==> src/agcPkg.sv <==
// Shared widths, register map and loop constants for the AGC loop
// Every RTL block imports what it needs from here

package agcPkg;

    // ======================================================================
    // Widths
    // ======================================================================
    typedef logic [12:0]        busAddrT;   // Byte address
    typedef logic [31:0]        busDataT;
    typedef logic signed [15:0] sampleT;    // One I or Q sample
    typedef logic [7:0]         levelT;     // Magnitude and setpoint
    typedef logic [4:0]         shiftT;     // Error gain as left shift
    typedef logic signed [31:0] accT;       // Integrator and limits

    // ======================================================================
    // Register map
    // ======================================================================
    localparam busAddrT alfControl    = 13'h000;    // 0 zeroError, 1 invertError
    localparam busAddrT alfSetpoint   = 13'h004;
    localparam busAddrT alfGains      = 13'h008;    // Pos in 4:0, neg in 20:16
    localparam busAddrT alfUpperLimit = 13'h00C;
    localparam busAddrT alfLowerLimit = 13'h010;
    localparam busAddrT alfIntegrator = 13'h014;    // Read only

    // ======================================================================
    // Loop constants
    // ======================================================================
    localparam int magShift     = 7;    // Magnitude sum down to level
    localparam int gainLsb      = 8;    // Gain field is integrator 23:8
    localparam int gainFracBits = 12;   // 4096 is unity gain

    typedef enum logic [1:0] {
        idle,
        accumulate,
        clamp
    } filterStateT;

endpackage

==> src/agcMagEstimator.sv <==
// Magnitude estimate of each I/Q sample for the AGC loop
// max(|I|,|Q|) + min/2, scaled and saturated to an 8-bit level one cycle later

`timescale 1ns/1ps

module agcMagEstimator import agcPkg::*; (
    input  logic   busClk,
    input  logic   rstN,
    input  sampleT sampleI,
    input  sampleT sampleQ,
    input  logic   sampleValid,
    output levelT  level,
    output logic   magValid
);

    logic [14:0] absI;
    logic [14:0] absQ;
    logic [14:0] bigger;
    logic [14:0] smaller;
    logic [15:0] magSum;
    logic [15:0] scaled;
    levelT       levelNext;

    // Absolute value, with -32768 pinned to 32767
    function automatic logic [14:0] absSat(input sampleT s);
        logic [15:0] mag;
        mag = s[15] ? 16'(-s) : 16'(s);
        return mag[15] ? 15'h7fff : mag[14:0];
    endfunction

    // ======================================================================
    // Estimate
    // ======================================================================
    always_comb begin
        absI = absSat(sampleI);
        absQ = absSat(sampleQ);

        if (absI >= absQ) begin
            bigger  = absI;
            smaller = absQ;
        end else begin
            bigger  = absQ;
            smaller = absI;
        end

        magSum = {1'b0, bigger} + {2'b0, smaller[14:1]};   // Cannot overflow
        scaled = magSum >> magShift;

        if (|scaled[15:8])
            levelNext = 8'hff;              // Saturate
        else
            levelNext = scaled[7:0];
    end

    // ======================================================================
    // Output registers
    // ======================================================================
    always_ff @(posedge busClk or negedge rstN) begin
        if (!rstN)
            magValid <= 1'b0;
        else
            magValid <= sampleValid;
    end

    always_ff @(posedge busClk) begin
        if (sampleValid)
            level <= levelNext;
    end

endmodule

==> config.mk <==
export PLATFORM = sky130hd
export DESIGN_NAME = agcMagEstimator
export DESIGN_NICKNAME = d
export VERILOG_FILES = /design/src/agcPkg.sv /design/src/agcMagEstimator.sv
export SDC_FILE = /design/constraint.sdc
export NUM_CORES = 1
export LEC_CHECK = 0
export BUFFER_PORTS_ARGS = -buffer_cell sky130_fd_sc_hd__buf_2
export CORE_ASPECT_RATIO = 1.75
export CORE_MARGIN = 10
export CORE_UTILIZATION = 42
export DETAILED_ROUTE_END_ITERATION = 6
export SYNTH_ARGS = -nofsm -noshare
export SYNTH_HDL_FRONTEND = slang
export SYNTH_SLANG_ARGS = --single-unit
==> constraint.sdc <==
create_clock -name busClk -period 0.8 [get_ports busClk]
set_input_delay 0.04 -clock busClk [delete_from_list [all_inputs] [get_ports busClk]]
set_output_delay 0.04 -clock busClk [all_outputs]
set_load 0.005 [all_outputs]
==> load_flow_metrics.sql <==
INSERT INTO impl_metrics (metric_group, metric, value, unit) VALUES
('detailed_routing', 'wl_per_cell', '15.4', 'um'),
('clock_network', 'clk_pin_slew_worst_paths', '0.04', 'ns'),
('power_and_ir_drop', 'power.sequential.fraction', '10.3', '%'),
('placement', 'placement.cell_area', '3570', 'um^2'),
('critical_path', 'timing.critical_path.slowest_stage_cell', 'or4_4', ''),
('logic_synthesis', 'yosys-top-cells-area', 'ha_1 16%, edfxtp_1 10%, xnor2_1 7.9%, nor2_1 7.4%, mux2i_1 6.5%', ''),
('timing', 'timing.final.crit_share', '618', '%'),
('clock_network', 'clock_sinks', '9', ''),
('logic_synthesis', 'synth_nets', '385', ''),
('detailed_routing', 'drt_drc_violations_left', '0', ''),
('power_and_ir_drop', 'internal_power', '4.70', 'mW'),
('die', 'fp.dieH', '118', 'um'),
('logic_synthesis', 'ys.flop_type', 'edfxtp_1', ''),
('timing', 'post-route-worst-setup-slack', '-4.14', 'ns'),
('critical_path', 'crit_fanout', '8', ''),
('timing', 'relSlewSlack', '60.3', '%'),
('critical_path', 'criticalPathCategory', 'in2reg', ''),
('hold_path', 'worstHoldPathType', 'in2reg', ''),
('logic_synthesis', 'synth_top_area_cell', 'ha_1', ''),
('timing', 'worst_slew_pin_slew', '0.589', 'ns'),
('clock_network', 'cts_made_buffers', '3', ''),
('power_and_ir_drop', 'power.total', '8.11', 'mW'),
('power_and_ir_drop', 'power_frac_comb', '82.9', '%'),
('hold_path', 'min_path_cells', '1', ''),
('logic_synthesis', 'synth_most_common_cell', 'nor2_1', ''),
('run', 'max_cap_violations', '0', ''),
('layout', 'layout.cell_area.non_filler', '4230', 'um^2'),
('timing', 'layout_min_cycle_time', '4.94', 'ns'),
('timing', 'slew_violations', '0', ''),
('critical_path', 'cp_data_required_time', '0.80', 'ns'),
('placement', 'detailedPlacementHpwl', '6540', 'um'),
('detailed_routing', 'drt-initial-drc-count', '131', ''),
('layout', 'multiInputGateArea', '2320', 'um^2'),
('power_and_ir_drop', 'power_switching_share', '42.0', '%'),
('power_and_ir_drop', 'power.leakage', '2.01', 'nW'),
('global_routing', 'grt_start_max_net_pins', '16', ''),
('detailed_routing', 'detail-route-antenna-nets', '0', ''),
('placement', 'buffer_ports.inserted', '43', ''),
('critical_path', 'critical_path_s_largest_stage_delay', '0.55', 'ns'),
('clock_network', 'cts_htree_levels', '1', ''),
('outcome', 'run_status', 'complete, but fails checks', ''),
('logic_synthesis', 'yosys.cell_types.count', '50', ''),
('die', 'die_footprint', '9030', 'um^2'),
('logic_synthesis', 'post_synth_most_frequent_cells', '46 x nor2_1, 30 x ha_1, 27 x nand2_1', ''),
('outcome', 'violations', 'negative setup slack', ''),
('logic_synthesis', 'synth-edff-count', '8', ''),
('logic_synthesis', 'ys.warnings.count', '0', ''),
('logic_synthesis', 'synth.ff_latch_count', '9', ''),
('power_and_ir_drop', 'net_switching_power_of_the_design', '3.41', 'mW'),
('timing', 'hold-worst-slack', '0.0422', 'ns'),
('critical_path', 'start_kind', 'input port', ''),
('clock_network', 'clockRootBuffer', 'clkbuf_8', ''),
('die', 'floorplan.initialDensity', '43.5', '%'),
('power_and_ir_drop', 'power_density', '1920', 'nW/um^2'),
('die', 'placeableCoreArea', '5340', 'um^2'),
('layout', 'antennaDiodeCount', '0', ''),
('power_and_ir_drop', 'pwr-share-clk', '6.8', '%'),
('timing', 'rsz0062_at_grt', 'true', ''),
('layout', 'layout.nets', '567', ''),
('critical_path', 'worstPathArrival', '4.94', 'ns'),
('clock_network', 'clock_path_buffers', '2', ''),
('placement', 'globalplace.congestion', '0.829', ''),
('detailed_routing', 'via_count', '3134', ''),
('clock_network', 'cts_tree', 'done', ''),
('power_and_ir_drop', 'worst_ir_drop_vdd', '852', 'uV'),
('detailed_routing', 'wirelength', '8840', 'um'),
('die', 'die_boundary_width', '76.2', 'um'),
('logic_synthesis', 'synth.avg_cell_area', '7.26', 'um^2'),
('logic_synthesis', 'syn-instance-count', '320', ''),
('timing', 'finalSetupViolCount', '8', ''),
('layout', 'area_growth', '82.1', '%');
final timing paths:
kind                        startpoint                endpoint  slack [ns]
min in group asynchronous         rstN      magValid$_DFF_PN0_        0.10
setup / recovery            sampleI[8]  level[2]$_SDFFCE_PP1P_       -4.14
hold / removal             sampleValid      magValid$_DFF_PN0_        0.04
max in group asynchronous         rstN      magValid$_DFF_PN0_        0.62
per-layer routing:
metal / routed length, um / track usage, % / up-vias / share of wire, %
met4: 378 / 8.76 / 0 / 4.3
met1: 3050 / 13.5 / 1484 / 34
met2: 5120 / 35.2 / 83 / 58
li1: - / - / 1532 / -
met5: 0 / 0 / - / 0
met3: 292 / 2.05 / 35 / 3.3
kinds of logic (layout without fill, tap and decap cells):
logic type               count (synthesis)  in the layout  synth area share, %
buffers and inverters                   34            215                 5.49
AND/OR/NAND/NOR                        116            116                 23.8
flip-flops                               9              9                 11.4
AO/OA/AOI/OAI                           91             91                 26.5
multiplexers                            18             18                 8.40
XOR/XNOR                                22             22                 8.29
adder cells (fa/ha/maj)                 30             30                 16.1
power groups by stage:
| stage | logic [mW] | registers, mW | clock network, mW |
|---|---|---|---|
| CTS | 5.26 | 0.845 | 0.539 |
| detailed placement | 4.95 | 0.850 | 0 |
| finish | 6.72 | 0.839 | 0.550 |
| floorplan | 2.84 | 0.880 | 0 |
| global route | 7.18 | 0.848 | 0.591 |
| global placement | 4.83 | 0.840 | 0 |
per-stage QoR:
step	util, %	setup WS (ns)	instances
after floorplan	-	-4.28	320
after global placement	66.9	-4.30	543
after detailed placement	66.9	-4.36	543
after CTS	70.3	-3.91	558
after global routing	79.3	-4.29	575
final	79.3	-4.14	575
cell type report:
cell class,instances,share of cell area [%]
multi-input combinational,277,54.9
timing repair buffer,188,33.5
sequential,9,6.26
tap,74,2.19
inverter,23,2.04
clock buffer,4,1.06
placed cells by master, fill, tap and decap left out, types with 6 or more instances in the layout:
cell type	n
nand2_1	21
inv_1	20
nor3_1	8
o21ai_2	7
a21oi_2	8
o21ai_0	13
ha_4	6
xnor2_1	20
edfxtp_1	8
buf_2	41
mux2i_1	10
nor2_1	33
a21oi_1	15
nand2_2	6
nor2_2	10
ha_1	19
buf_4	133
sequential cells by signal (all words and copies together), names as in the netlist:
| signal | count |
|---|---|
| level | 8 |
| magValid | 1 |
worst max-delay path, delay by kind of cell:
kind,cells,cell delay (ns)
buffers and inverters,6,0.83
and+or+nand+nor,7,1.78
AOI/OAI and AO/OA,8,1.52
adders and majority gates,2,0.52
muxes,1,0.22
repair_timing:
item,CTS,global route
cloned,0,1
pin swaps,13,46
resized for setup,12,82
buffers inserted,10,17
setup endpoints to repair,8,9
hold buffers,1,0
hold endpoints to repair,1,0
Note: power is estimated with default switching activity, not from simulation.
