--- src/agcPkg.sv ---
// Shared widths, register map and loop constants for the AGC loop
// Every RTL block imports what it needs from here

package agcPkg;

    // ======================================================================
    // Widths
    // ======================================================================
    typedef logic [12:0]        busAddrT;   // Byte address
    typedef logic [31:0]        busDataT;
    typedef logic signed [15:0] sampleT;    // One I or Q sample
    typedef logic [7:0]         levelT;     // Magnitude and setpoint
    typedef logic [4:0]         shiftT;     // Error gain as left shift
    typedef logic signed [31:0] accT;       // Integrator and limits

    // ======================================================================
    // Register map
    // ======================================================================
    localparam busAddrT alfControl    = 13'h000;    // 0 zeroError, 1 invertError
    localparam busAddrT alfSetpoint   = 13'h004;
    localparam busAddrT alfGains      = 13'h008;    // Pos in 4:0, neg in 20:16
    localparam busAddrT alfUpperLimit = 13'h00C;
    localparam busAddrT alfLowerLimit = 13'h010;
    localparam busAddrT alfIntegrator = 13'h014;    // Read only

    // ======================================================================
    // Loop constants
    // ======================================================================
    localparam int magShift     = 7;    // Magnitude sum down to level
    localparam int gainLsb      = 8;    // Gain field is integrator 23:8
    localparam int gainFracBits = 12;   // 4096 is unity gain

    typedef enum logic [1:0] {
        idle,
        accumulate,
        clamp
    } filterStateT;

endpackage

--- src/agcLoopRegs.sv ---
// Control registers of the AGC loop on the 32-bit processor bus
// Byte-strobe writes on busClk, readback is combinational while cs is high

`timescale 1ns/1ps

module agcLoopRegs import agcPkg::*; (
    input  logic    busClk,
    input  logic    rstN,
    input  busAddrT addr,
    input  busDataT dataIn,
    output busDataT dataOut,
    input  logic    cs,
    input  logic    wr0,
    input  logic    wr1,
    input  logic    wr2,
    input  logic    wr3,
    output levelT   agcSetpoint,
    output logic    invertError,
    output logic    zeroError,
    output shiftT   posErrorGain,
    output shiftT   negErrorGain,
    output accT     upperLimit,
    output accT     lowerLimit,
    input  accT     integrator
);

    // ======================================================================
    // Write side
    // ======================================================================
    always_ff @(posedge busClk or negedge rstN) begin
        if (!rstN) begin
            agcSetpoint  <= '0;
            invertError  <= 1'b0;
            zeroError    <= 1'b0;
            posErrorGain <= '0;
            negErrorGain <= '0;
            upperLimit   <= '0;
            lowerLimit   <= '0;
        end else begin
            if (cs && wr0) begin
                case (addr)
                    alfControl: begin
                        zeroError   <= dataIn[0];
                        invertError <= dataIn[1];
                    end
                    alfSetpoint:   agcSetpoint      <= dataIn[7:0];
                    alfGains:      posErrorGain     <= dataIn[4:0];
                    alfUpperLimit: upperLimit[7:0]  <= dataIn[7:0];
                    alfLowerLimit: lowerLimit[7:0]  <= dataIn[7:0];
                    default: ;
                endcase
            end

            if (cs && wr1) begin
                case (addr)
                    alfUpperLimit: upperLimit[15:8] <= dataIn[15:8];
                    alfLowerLimit: lowerLimit[15:8] <= dataIn[15:8];
                    default: ;
                endcase
            end

            if (cs && wr2) begin
                case (addr)
                    alfGains:      negErrorGain      <= dataIn[20:16];
                    alfUpperLimit: upperLimit[23:16] <= dataIn[23:16];
                    alfLowerLimit: lowerLimit[23:16] <= dataIn[23:16];
                    default: ;
                endcase
            end

            if (cs && wr3) begin
                case (addr)
                    alfUpperLimit: upperLimit[31:24] <= dataIn[31:24];
                    alfLowerLimit: lowerLimit[31:24] <= dataIn[31:24];
                    default: ;
                endcase
            end
        end
    end

    // ======================================================================
    // Readback
    // ======================================================================
    always_comb begin
        dataOut = '0;                       // Idle bus and holes read zero
        if (cs) begin
            case (addr)
                alfControl:    dataOut = {30'b0, invertError, zeroError};
                alfSetpoint:   dataOut = {24'b0, agcSetpoint};
                alfGains:      dataOut = {11'b0, negErrorGain, 11'b0, posErrorGain};
                alfUpperLimit: dataOut = upperLimit;
                alfLowerLimit: dataOut = lowerLimit;
                alfIntegrator: dataOut = integrator;    // Live loop state
                default:       dataOut = '0;
            endcase
        end
    end

    // Software must never try to load the integrator
    integratorWriteA: assert property (@(posedge busClk) disable iff (!rstN)
        !(cs && (wr0 || wr1 || wr2 || wr3) && addr == alfIntegrator))
        else $error("write strobe to read-only integrator address");

endmodule

--- config.mk ---
export PLATFORM = sky130hd
export DESIGN_NAME = agcLoopRegs
export DESIGN_NICKNAME = d
export VERILOG_FILES = /design/src/agcPkg.sv /design/src/agcLoopRegs.sv
export SDC_FILE = /design/constraint.sdc
export NUM_CORES = 1
export LEC_CHECK = 0
export BUFFER_PORTS_ARGS = -buffer_cell sky130_fd_sc_hd__clkbuf_2
export CAP_MARGIN = 20
export CORE_MARGIN = 8
export CORE_UTILIZATION = 43
export CTS_CLUSTER_SIZE = 12
export DETAILED_ROUTE_END_ITERATION = 10
export HOLD_SLACK_MARGIN = 0.12
export PLACE_DENSITY = 0.77
export SLEW_MARGIN = 10
export SYNTH_ARGS = -nofsm -noshare
export SYNTH_HDL_FRONTEND = slang
export SYNTH_SLANG_ARGS = --single-unit
--- constraint.sdc ---
create_clock -name busClk -period 2.6 [get_ports busClk]
set_input_delay 0.65 -clock busClk [delete_from_list [all_inputs] [get_ports busClk]]
set_output_delay 0.65 -clock busClk [all_outputs]
set_load 0.01 [all_outputs]
==> out/qor.yml, run 1 <==
synth_compound_area_share_pct: 6.22
ys_seq_area_share_pct: 47.5
layout.nets: 665
seq_power_share_pct: 54.6
p_clk_share_pct: 35.6
place_ws_ns: -0.295
routed_wl_um: 15000
nFillCells: 779
synth_top_area_share_pct: 47.5
critical_path.endpoint_type: "primary output"
holdCritPathClass: "in2async"
min_period_over_period_pct: 112
synth_edf_count: 0
grt_usage_pct: 20.7
antenna_found_initial: 0
portBuffers: 199
async_flop_share_pct: 100
synth.most_common_cell: "mux2_2"
drt_iter0_drc: 167
cts_made_buffers: 9
cp-start-kind: "input pin"
numClockSinks: 84
violations: "negative setup slack"
reg2reg_setup_slack_ns: 1.78
critPathRequiredTime_ns: 1.95
tightest_slew_ns: 0.555
yosys.area_share.simple_pct: 11.9
start_util_pct: 43.7
hpwl_um: 11100
synth_top_family_by_area: "multiplexers"
root_buffer: "clkbuf_8"
worstPathArrival_ns: 2.27
grt_pass1_wl_um: 23300
synthXorXnorAreaFrac_pct: 0
syn_area_per_cell_um2: 12.9
skew_ns: 0
first_pass_iters: 5
r2r-start: "upperLimit[22]$_DFFE_PN0P_"
r2r_cells: 1
netSwitchingFraction_pct: 25.2
reg2reg_to: "upperLimit[22]$_DFFE_PN0P_"
htreeDepth: 3
rsz0062_at_grt: "true"
via_per_inst: 5.41
slowest_delay_ns: 0.59
maxSlewHeadroom_pct: 63.0
cts.clk_slew.worst_paths_ns: 0.09
ir_worst_vdd_v: 0.000236
grt_pass1_vias: 4316
seq_area_um2: 2100
detail-route-antenna-nets: 0
cts_tree: "done"
synth_area_leaders: "dfrtp_1 47%, mux2_2 31%, a22oi_1 4.1%"
area_growth_pct: 46.9
status: "complete, but fails checks"
die-area_um2: 13800
crit_slowest_cell: "or4_4"
grt.overflow.total: 0
clkLatencyLatePin_ns: 0.34
die_x_um: 117
n_antenna_cell: 0
synth.distinct_cells: 34
multi_input_comb_area_um2: 2460
fin_crit_ns: 2.92
ios: 200
drv_cap: 0
synth_common_cells: "121 x mux2_2, 84 x dfrtp_1, 30 x nor2_1"
vias: 3904
power_frac_comb_pct: 9.8
core_area_um2: 10100
place_congestion: 0.806
fin_ws_ns: -0.320
final-hold-violation-count: 0
critPathMaxFanout: 20
dp.cells: 699
path_class: "in2out"
wl_per_cell_um: 20.8
ys.flop_type: "dfrtp_1"
power_density_nw_per_um2: 368
leakage_uw: 0.00334
synth_fp_nets: 426
yosys.area_share.adder_pct: 0
p_sw_uw: 603
drc_errors: 0
synth_area_um2: 4430
drv_slew: 0
cp_common_cell: "buf_6"
rows: 37
die_h_um: 117
ys_warn_count: 0
syn_inst: 342
p_int_uw: 1790
crit_chain: "buf_6 > or4_4 > nor4_4 > buf_12 > a22oi_1 > nor2_4 > buf_6"
muxShareOfSynthArea_pct: 32.7
clock.fmax_ghz: 0.342
ys_seq_elements: 84
drive_gt1_share_pct: 74.7
clk_path_buf_depth: 2
grt_start_max_net_pins: 44
fin_cells: 722
synth.largest_area_cell: "dfrtp_1"
finalSetupViolations: 32
[power groups by stage]
stage	sequential [uW]	clock, uW	combinational, uW
after floorplan	1340	0	82.3
after global placement	1330	0	222
after detailed placement	1330	0	229
after CTS	1310	872	231
after global routing	1310	931	253
final	1310	853	234
[cells in the final DEF (no fill, tap or decap), drive strengths merged]
cell,count
nand4,6
a21oi,4
inv,2
and4,1
clkinvlp,1
nor2b,3
a32oi,4
o21ai,1
mux2,121
or3b,1
nor4,4
nor2,34
a22o,2
dfrtp,84
mux4,2
nand3b,1
nor3b,1
nand3,1
a221oi,2
clkinv,3
buf,76
nand2,10
or4bb,1
a22oi,24
clkbuf,179
nor3,11
mux2i,4
or4,3
[sequential cells by signal (all words and copies together), names as in the netlist]
name          flops
lowerLimit       32
invertError       1
agcSetpoint       8
negErrorGain      5
zeroError         1
posErrorGain      5
upperLimit       32
[per-stage QoR]
stage | TNS [ns] | total power [uW] | cell area [um2] | util [%] | hold slack (ns)
after floorplan | -0.999 | 1420 | 4490 | - | 0.354
after CTS | -8.37 | 2410 | 6230 | 61.5 | 0.279
after global placement | -6.46 | 1560 | 5950 | 58.7 | 0.512
after detailed placement | -7.42 | 1560 | 5950 | 58.7 | 0.519
final | -8.75 | 2400 | 6500 | 64.2 | 0.266
after global routing | -10.05 | 2490 | 6500 | 64.2 | 0.302
[layout make-up]
| type | count | share of cell area (%) |
|---|---|---|
| Clock inverter | 5 | 0.539 |
| Sequential cell | 84 | 32.3 |
| Multi-Input combinational cell | 241 | 37.8 |
| Timing Repair Buffer | 244 | 24.5 |
| Clock buffer | 11 | 2.17 |
| Tap cell | 136 | 2.62 |
| Inverter | 1 | 0.0577 |
[worst max-delay path by stage]
stage             from           to  slack, ns
6_report       addr[8]  dataOut[13]      -0.32
5_1_grt        addr[8]   dataOut[3]      -0.36
4_1_cts        addr[8]   dataOut[5]      -0.30
3_5_place_dp   addr[8]   dataOut[5]      -0.29
3_3_place_gp   addr[8]   dataOut[5]      -0.26
2_1_floorplan  addr[8]  dataOut[11]      -0.04
[cell families after synthesis]
family | after synthesis
buffers and inverters | 17
flip-flops | 84
AND/OR/NAND/NOR | 77
AO/OA/AOI/OAI | 37
multiplexers | 127
[worst max-delay path, delay by kind of cell]
kind | cells | cell delay [ns]
AOI/OAI and AO/OA | 1 | 0.15
buffers and inverters | 3 | 0.41
and+or+nand+nor | 3 | 1.04
[per-layer routing]
layer | global-route usage (%) | wire length [um] | vias to the layer above | part of all wire (%)
met1 | 24.9 | 6130 | 1949 | 41
met2 | 35.5 | 7710 | 155 | 51
met5 | 0 | 0 | - | 0
met4 | 8.97 | 332 | 0 | 2.2
met3 | 3.88 | 823 | 32 | 5.5
li1 | - | - | 1768 | -
[timing repair]
item | 4_1_cts | 5_1_grt
endpoints found under the setup margin | 32 | 32
gates cloned | 2 | 2
pin swaps | 2 | 6
resized for setup | 23 | 78
hold buffers | 0 | 0
buffers inserted | 3 | 1
No activity file was read; power rests on OpenSTA's default activity.
==> run 2: changes to the inputs <==
- ABC_AREA: not set -> 1
==> run 2 against run 1 <==
The flow still finishes with violations (negative setup slack). Clock skew unchanged. Worst hold slack better by 0.0048 ns. Register-to-register slack better by 0.10 ns. Worst setup slack better by 0.24 ns. Clock-buffer cell count unchanged. Global-route usage down 0.071 points. Clock power up 17%. Via count up 19%. Non-clock buffer count down 9. Highest routed layer unchanged.
==> out/qor.yml, run 2 <==
critPathMaxFanout: 7  # was 20
synth_edf_count: 0  # unchanged
drv_slew: 0  # unchanged
dp.cells: 970  # was 699
ys_seq_elements: 84  # unchanged
antenna_found_initial: 0  # unchanged
grt_pass1_wl_um: 23700  # was 23300 um
fin_ws_ns: -0.0767  # was -0.320 ns
multi_input_comb_area_um2: 2050  # was 2460 um2
worstPathArrival_ns: 2.03  # was 2.27 ns
reg_top3: "lowerLimit: 32 flops, upperLimit: 32 flops, agcSetpoint: 8 flops"  # unchanged
die_h_um: 119  # was 117 um
die_x_um: 119  # was 117 um
clock.fmax_ghz: 0.374  # was 0.342 GHz
yosys.area_share.simple_pct: 33.9  # was 11.9%
fin_cells: 994  # was 722
via_per_inst: 4.68  # was 5.41
min_period_over_period_pct: 103  # was 112%
first_pass_iters: 6  # was 5
clk_path_buf_depth: 2  # unchanged
hpwl_um: 11100  # about the same
cts.clk_slew.worst_paths_ns: 0.08  # was 0.09 ns
skew_ns: 0  # unchanged
final-hold-violation-count: 0  # unchanged
cts_made_buffers: 9  # unchanged
synthXorXnorAreaFrac_pct: 0  # unchanged
root_buffer: "clkbuf_8"  # unchanged
critPathRequiredTime_ns: 1.95  # about the same
clkLatencyLatePin_ns: 0.35  # was 0.34 ns
path_class: "in2out"  # unchanged
cp-start-kind: "input pin"  # unchanged
syn_area_per_cell_um2: 7.19  # was 12.9 um2
vias: 4649  # was 3904
portBuffers: 199  # unchanged
holdCritPathClass: "in2async"  # unchanged
synth_common_cells: "212 x nand2_1, 95 x nor2_1, 84 x dfrtp_1"  # was 121 x mux2_2, 84 x dfrtp_1, 30 x nor2_1
violations: "negative setup slack"  # unchanged
place_congestion: 0.843  # was 0.806
ys.flop_type: "dfrtp_1"  # unchanged
rows: 37  # unchanged
synth_top_area_share_pct: 46.5  # was 47.5%
htreeDepth: 3  # unchanged
grt_usage_pct: 20.7  # about the same
maxSlewHeadroom_pct: 64.2  # was 63.0%
synth.largest_area_cell: "dfrtp_1"  # unchanged
yosys.area_share.adder_pct: 0  # unchanged
synth_fp_nets: 713  # was 426
layout.nets: 938  # was 665
synth_compound_area_share_pct: 10.2  # was 6.22%
core_area_um2: 10300  # was 10100 um2
synth.most_common_cell: "nand2_1"  # was mux2_2
critical_path.endpoint_type: "primary output"  # unchanged
wl_per_cell_um: 14.5  # was 20.8 um
routed_wl_um: 14400  # was 15000 um
grt_start_max_net_pins: 45  # was 44
ir_worst_vdd_v: 0.000211  # was 0.000236 V
drc_errors: 0  # unchanged
final_common_cell: "nand2_1"  # was clkbuf_2
syn_inst: 629  # was 342
leakage_uw: 0.00353  # was 0.00334 uW
drv_cap: 0  # unchanged
nFillCells: 1015  # was 779
synth_area_um2: 4520  # was 4430 um2
ys_warn_count: 0  # unchanged
start_util_pct: 44.0  # was 43.7%
fin_crit_ns: 2.68  # was 2.92 ns
synth_top_family_by_area: "simple AND/OR/NAND/NOR gates"  # was multiplexers
status: "complete, but fails checks"  # unchanged
seq_area_um2: 2100  # unchanged
tightest_slew_ns: 0.538  # was 0.555 ns
n_antenna_cell: 0  # unchanged
rsz0062_at_grt: "true"  # unchanged
drt_iter0_drc: 261  # was 167
grt.overflow.total: 0  # unchanged
synth.distinct_cells: 23  # was 34
die-area_um2: 14100  # was 13800 um2
grt_pass1_vias: 4651  # was 4316
numClockSinks: 84  # unchanged
reg2reg_setup_slack_ns: 1.88  # was 1.78 ns
detail-route-antenna-nets: 0  # unchanged
area_growth_pct: 36.6  # was 46.9%
hold_buffers: 0  # unchanged
ios: 200  # unchanged
muxShareOfSynthArea_pct: 0  # was 32.7%
synth_area_leaders: "dfrtp_1 46%, nand2_1 18%, nor2_1 7.9%"  # was dfrtp_1 47%, mux2_2 31%, a22oi_1 4.1%
finalSetupViolations: 30  # was 32
cts_tree: "done"  # unchanged
layout_common_cells: "207 x nand2_1, 173 x clkbuf_2, 86 x nor2_1"  # was 166 x clkbuf_2, 121 x mux2_2, 84 x dfrtp_1
drive_gt1_share_pct: 33.9  # was 74.7%
r2r_cells: 2  # was 1
power_density_nw_per_um2: 400  # was 368 nW/um2
ys_seq_area_share_pct: 46.5  # was 47.5%
async_flop_share_pct: 100  # unchanged
place_ws_ns: -0.200  # was -0.295 ns
## run 2: per-stage QoR
stage               cell area (um2)  total power, uW  utilization (%)  hold slack (ns)  TNS [ns]
floorplan                      4520             1380                -            0.354         0
global placement               5790             1490             56.3            0.492     -1.23
detailed placement             5790             1490             56.3            0.499     -4.00
CTS                            6130             2490             59.7            0.279     -2.02
global route                   6180             2580             60.1            0.300     -5.45
finish                         6180             2470             60.1            0.271     -1.63
## run 2: cell type report
| cell class | instances | area share (%) |
|---|---|---|
| Clock buffer | 11 | 2.13 |
| Clock inverter | 4 | 1.22 |
| Inverter | 73 | 4.78 |
| Multi-Input combinational cell | 451 | 33.2 |
| Sequential cell | 84 | 34.0 |
| Tap cell | 136 | 2.75 |
| Timing Repair Buffer | 235 | 21.9 |
## run 2: repair_timing
item | 4_1_cts | 5_1_grt
endpoints found under the setup margin | 30 | 32
cloned | 2 | 0
pin swaps | 9 | 16
resized for setup | 24 | 37
buffers inserted | 6 | 1
## run 2: path summary, 6_finish.rpt
| check | startpoint | to |
|---|---|---|
| max in group asynchronous | rstN | upperLimit[27]$_DFFE_PN0P_ |
| worst max register to register | posErrorGain[4]$_DFFE_PN0P_ | posErrorGain[4]$_DFFE_PN0P_ |
| worst max-delay path | addr[1] | dataOut[29] |
| min in group busClk | agcSetpoint[2]$_DFFE_PN0P_ | agcSetpoint[2]$_DFFE_PN0P_ |
| worst min register to register | agcSetpoint[2]$_DFFE_PN0P_ | agcSetpoint[2]$_DFFE_PN0P_ |
| worst min-delay path | rstN | lowerLimit[16]$_DFFE_PN0P_ |
## run 2: routing by layer
layer / global-route usage (%) / wire [um]
met3: 4.24 / 764
met5: 0 / 0
met4: 8.85 / 295
met1: 25.6 / 6270
met2: 34.3 / 7080
## run 2: logic make-up after synthesis
logic type | after synthesis
AND/OR/NAND/NOR | 362
buffers and inverters | 94
AO/OA/AOI/OAI | 89
flip-flops | 84
## run 2: critical path, stage by stage
cell        delay, ns
buf_6            0.09
nor2_4           0.13
inv_2            0.06
nor2_4           0.11
nand2_2          0.07
nor2_4           0.14
buf_6            0.14
clkinvlp_4       0.21
nor2_1           0.15
nor2_1           0.05
nor2_1           0.09
clkbuf_2         0.13
## run 2: power breakdown
| part | switching, uW | leakage (uW) | total (uW) | internal (uW) |
|---|---|---|---|---|
| Sequential | 1.51 | 0.00116 | 1310 | 1310 |
| Clock | 461 | 0.0000956 | 998 | 537 |
| Combinational | 96.6 | 0.00227 | 166 | 69.6 |
| Total | 559 | 0.00353 | 2470 | 1910 |
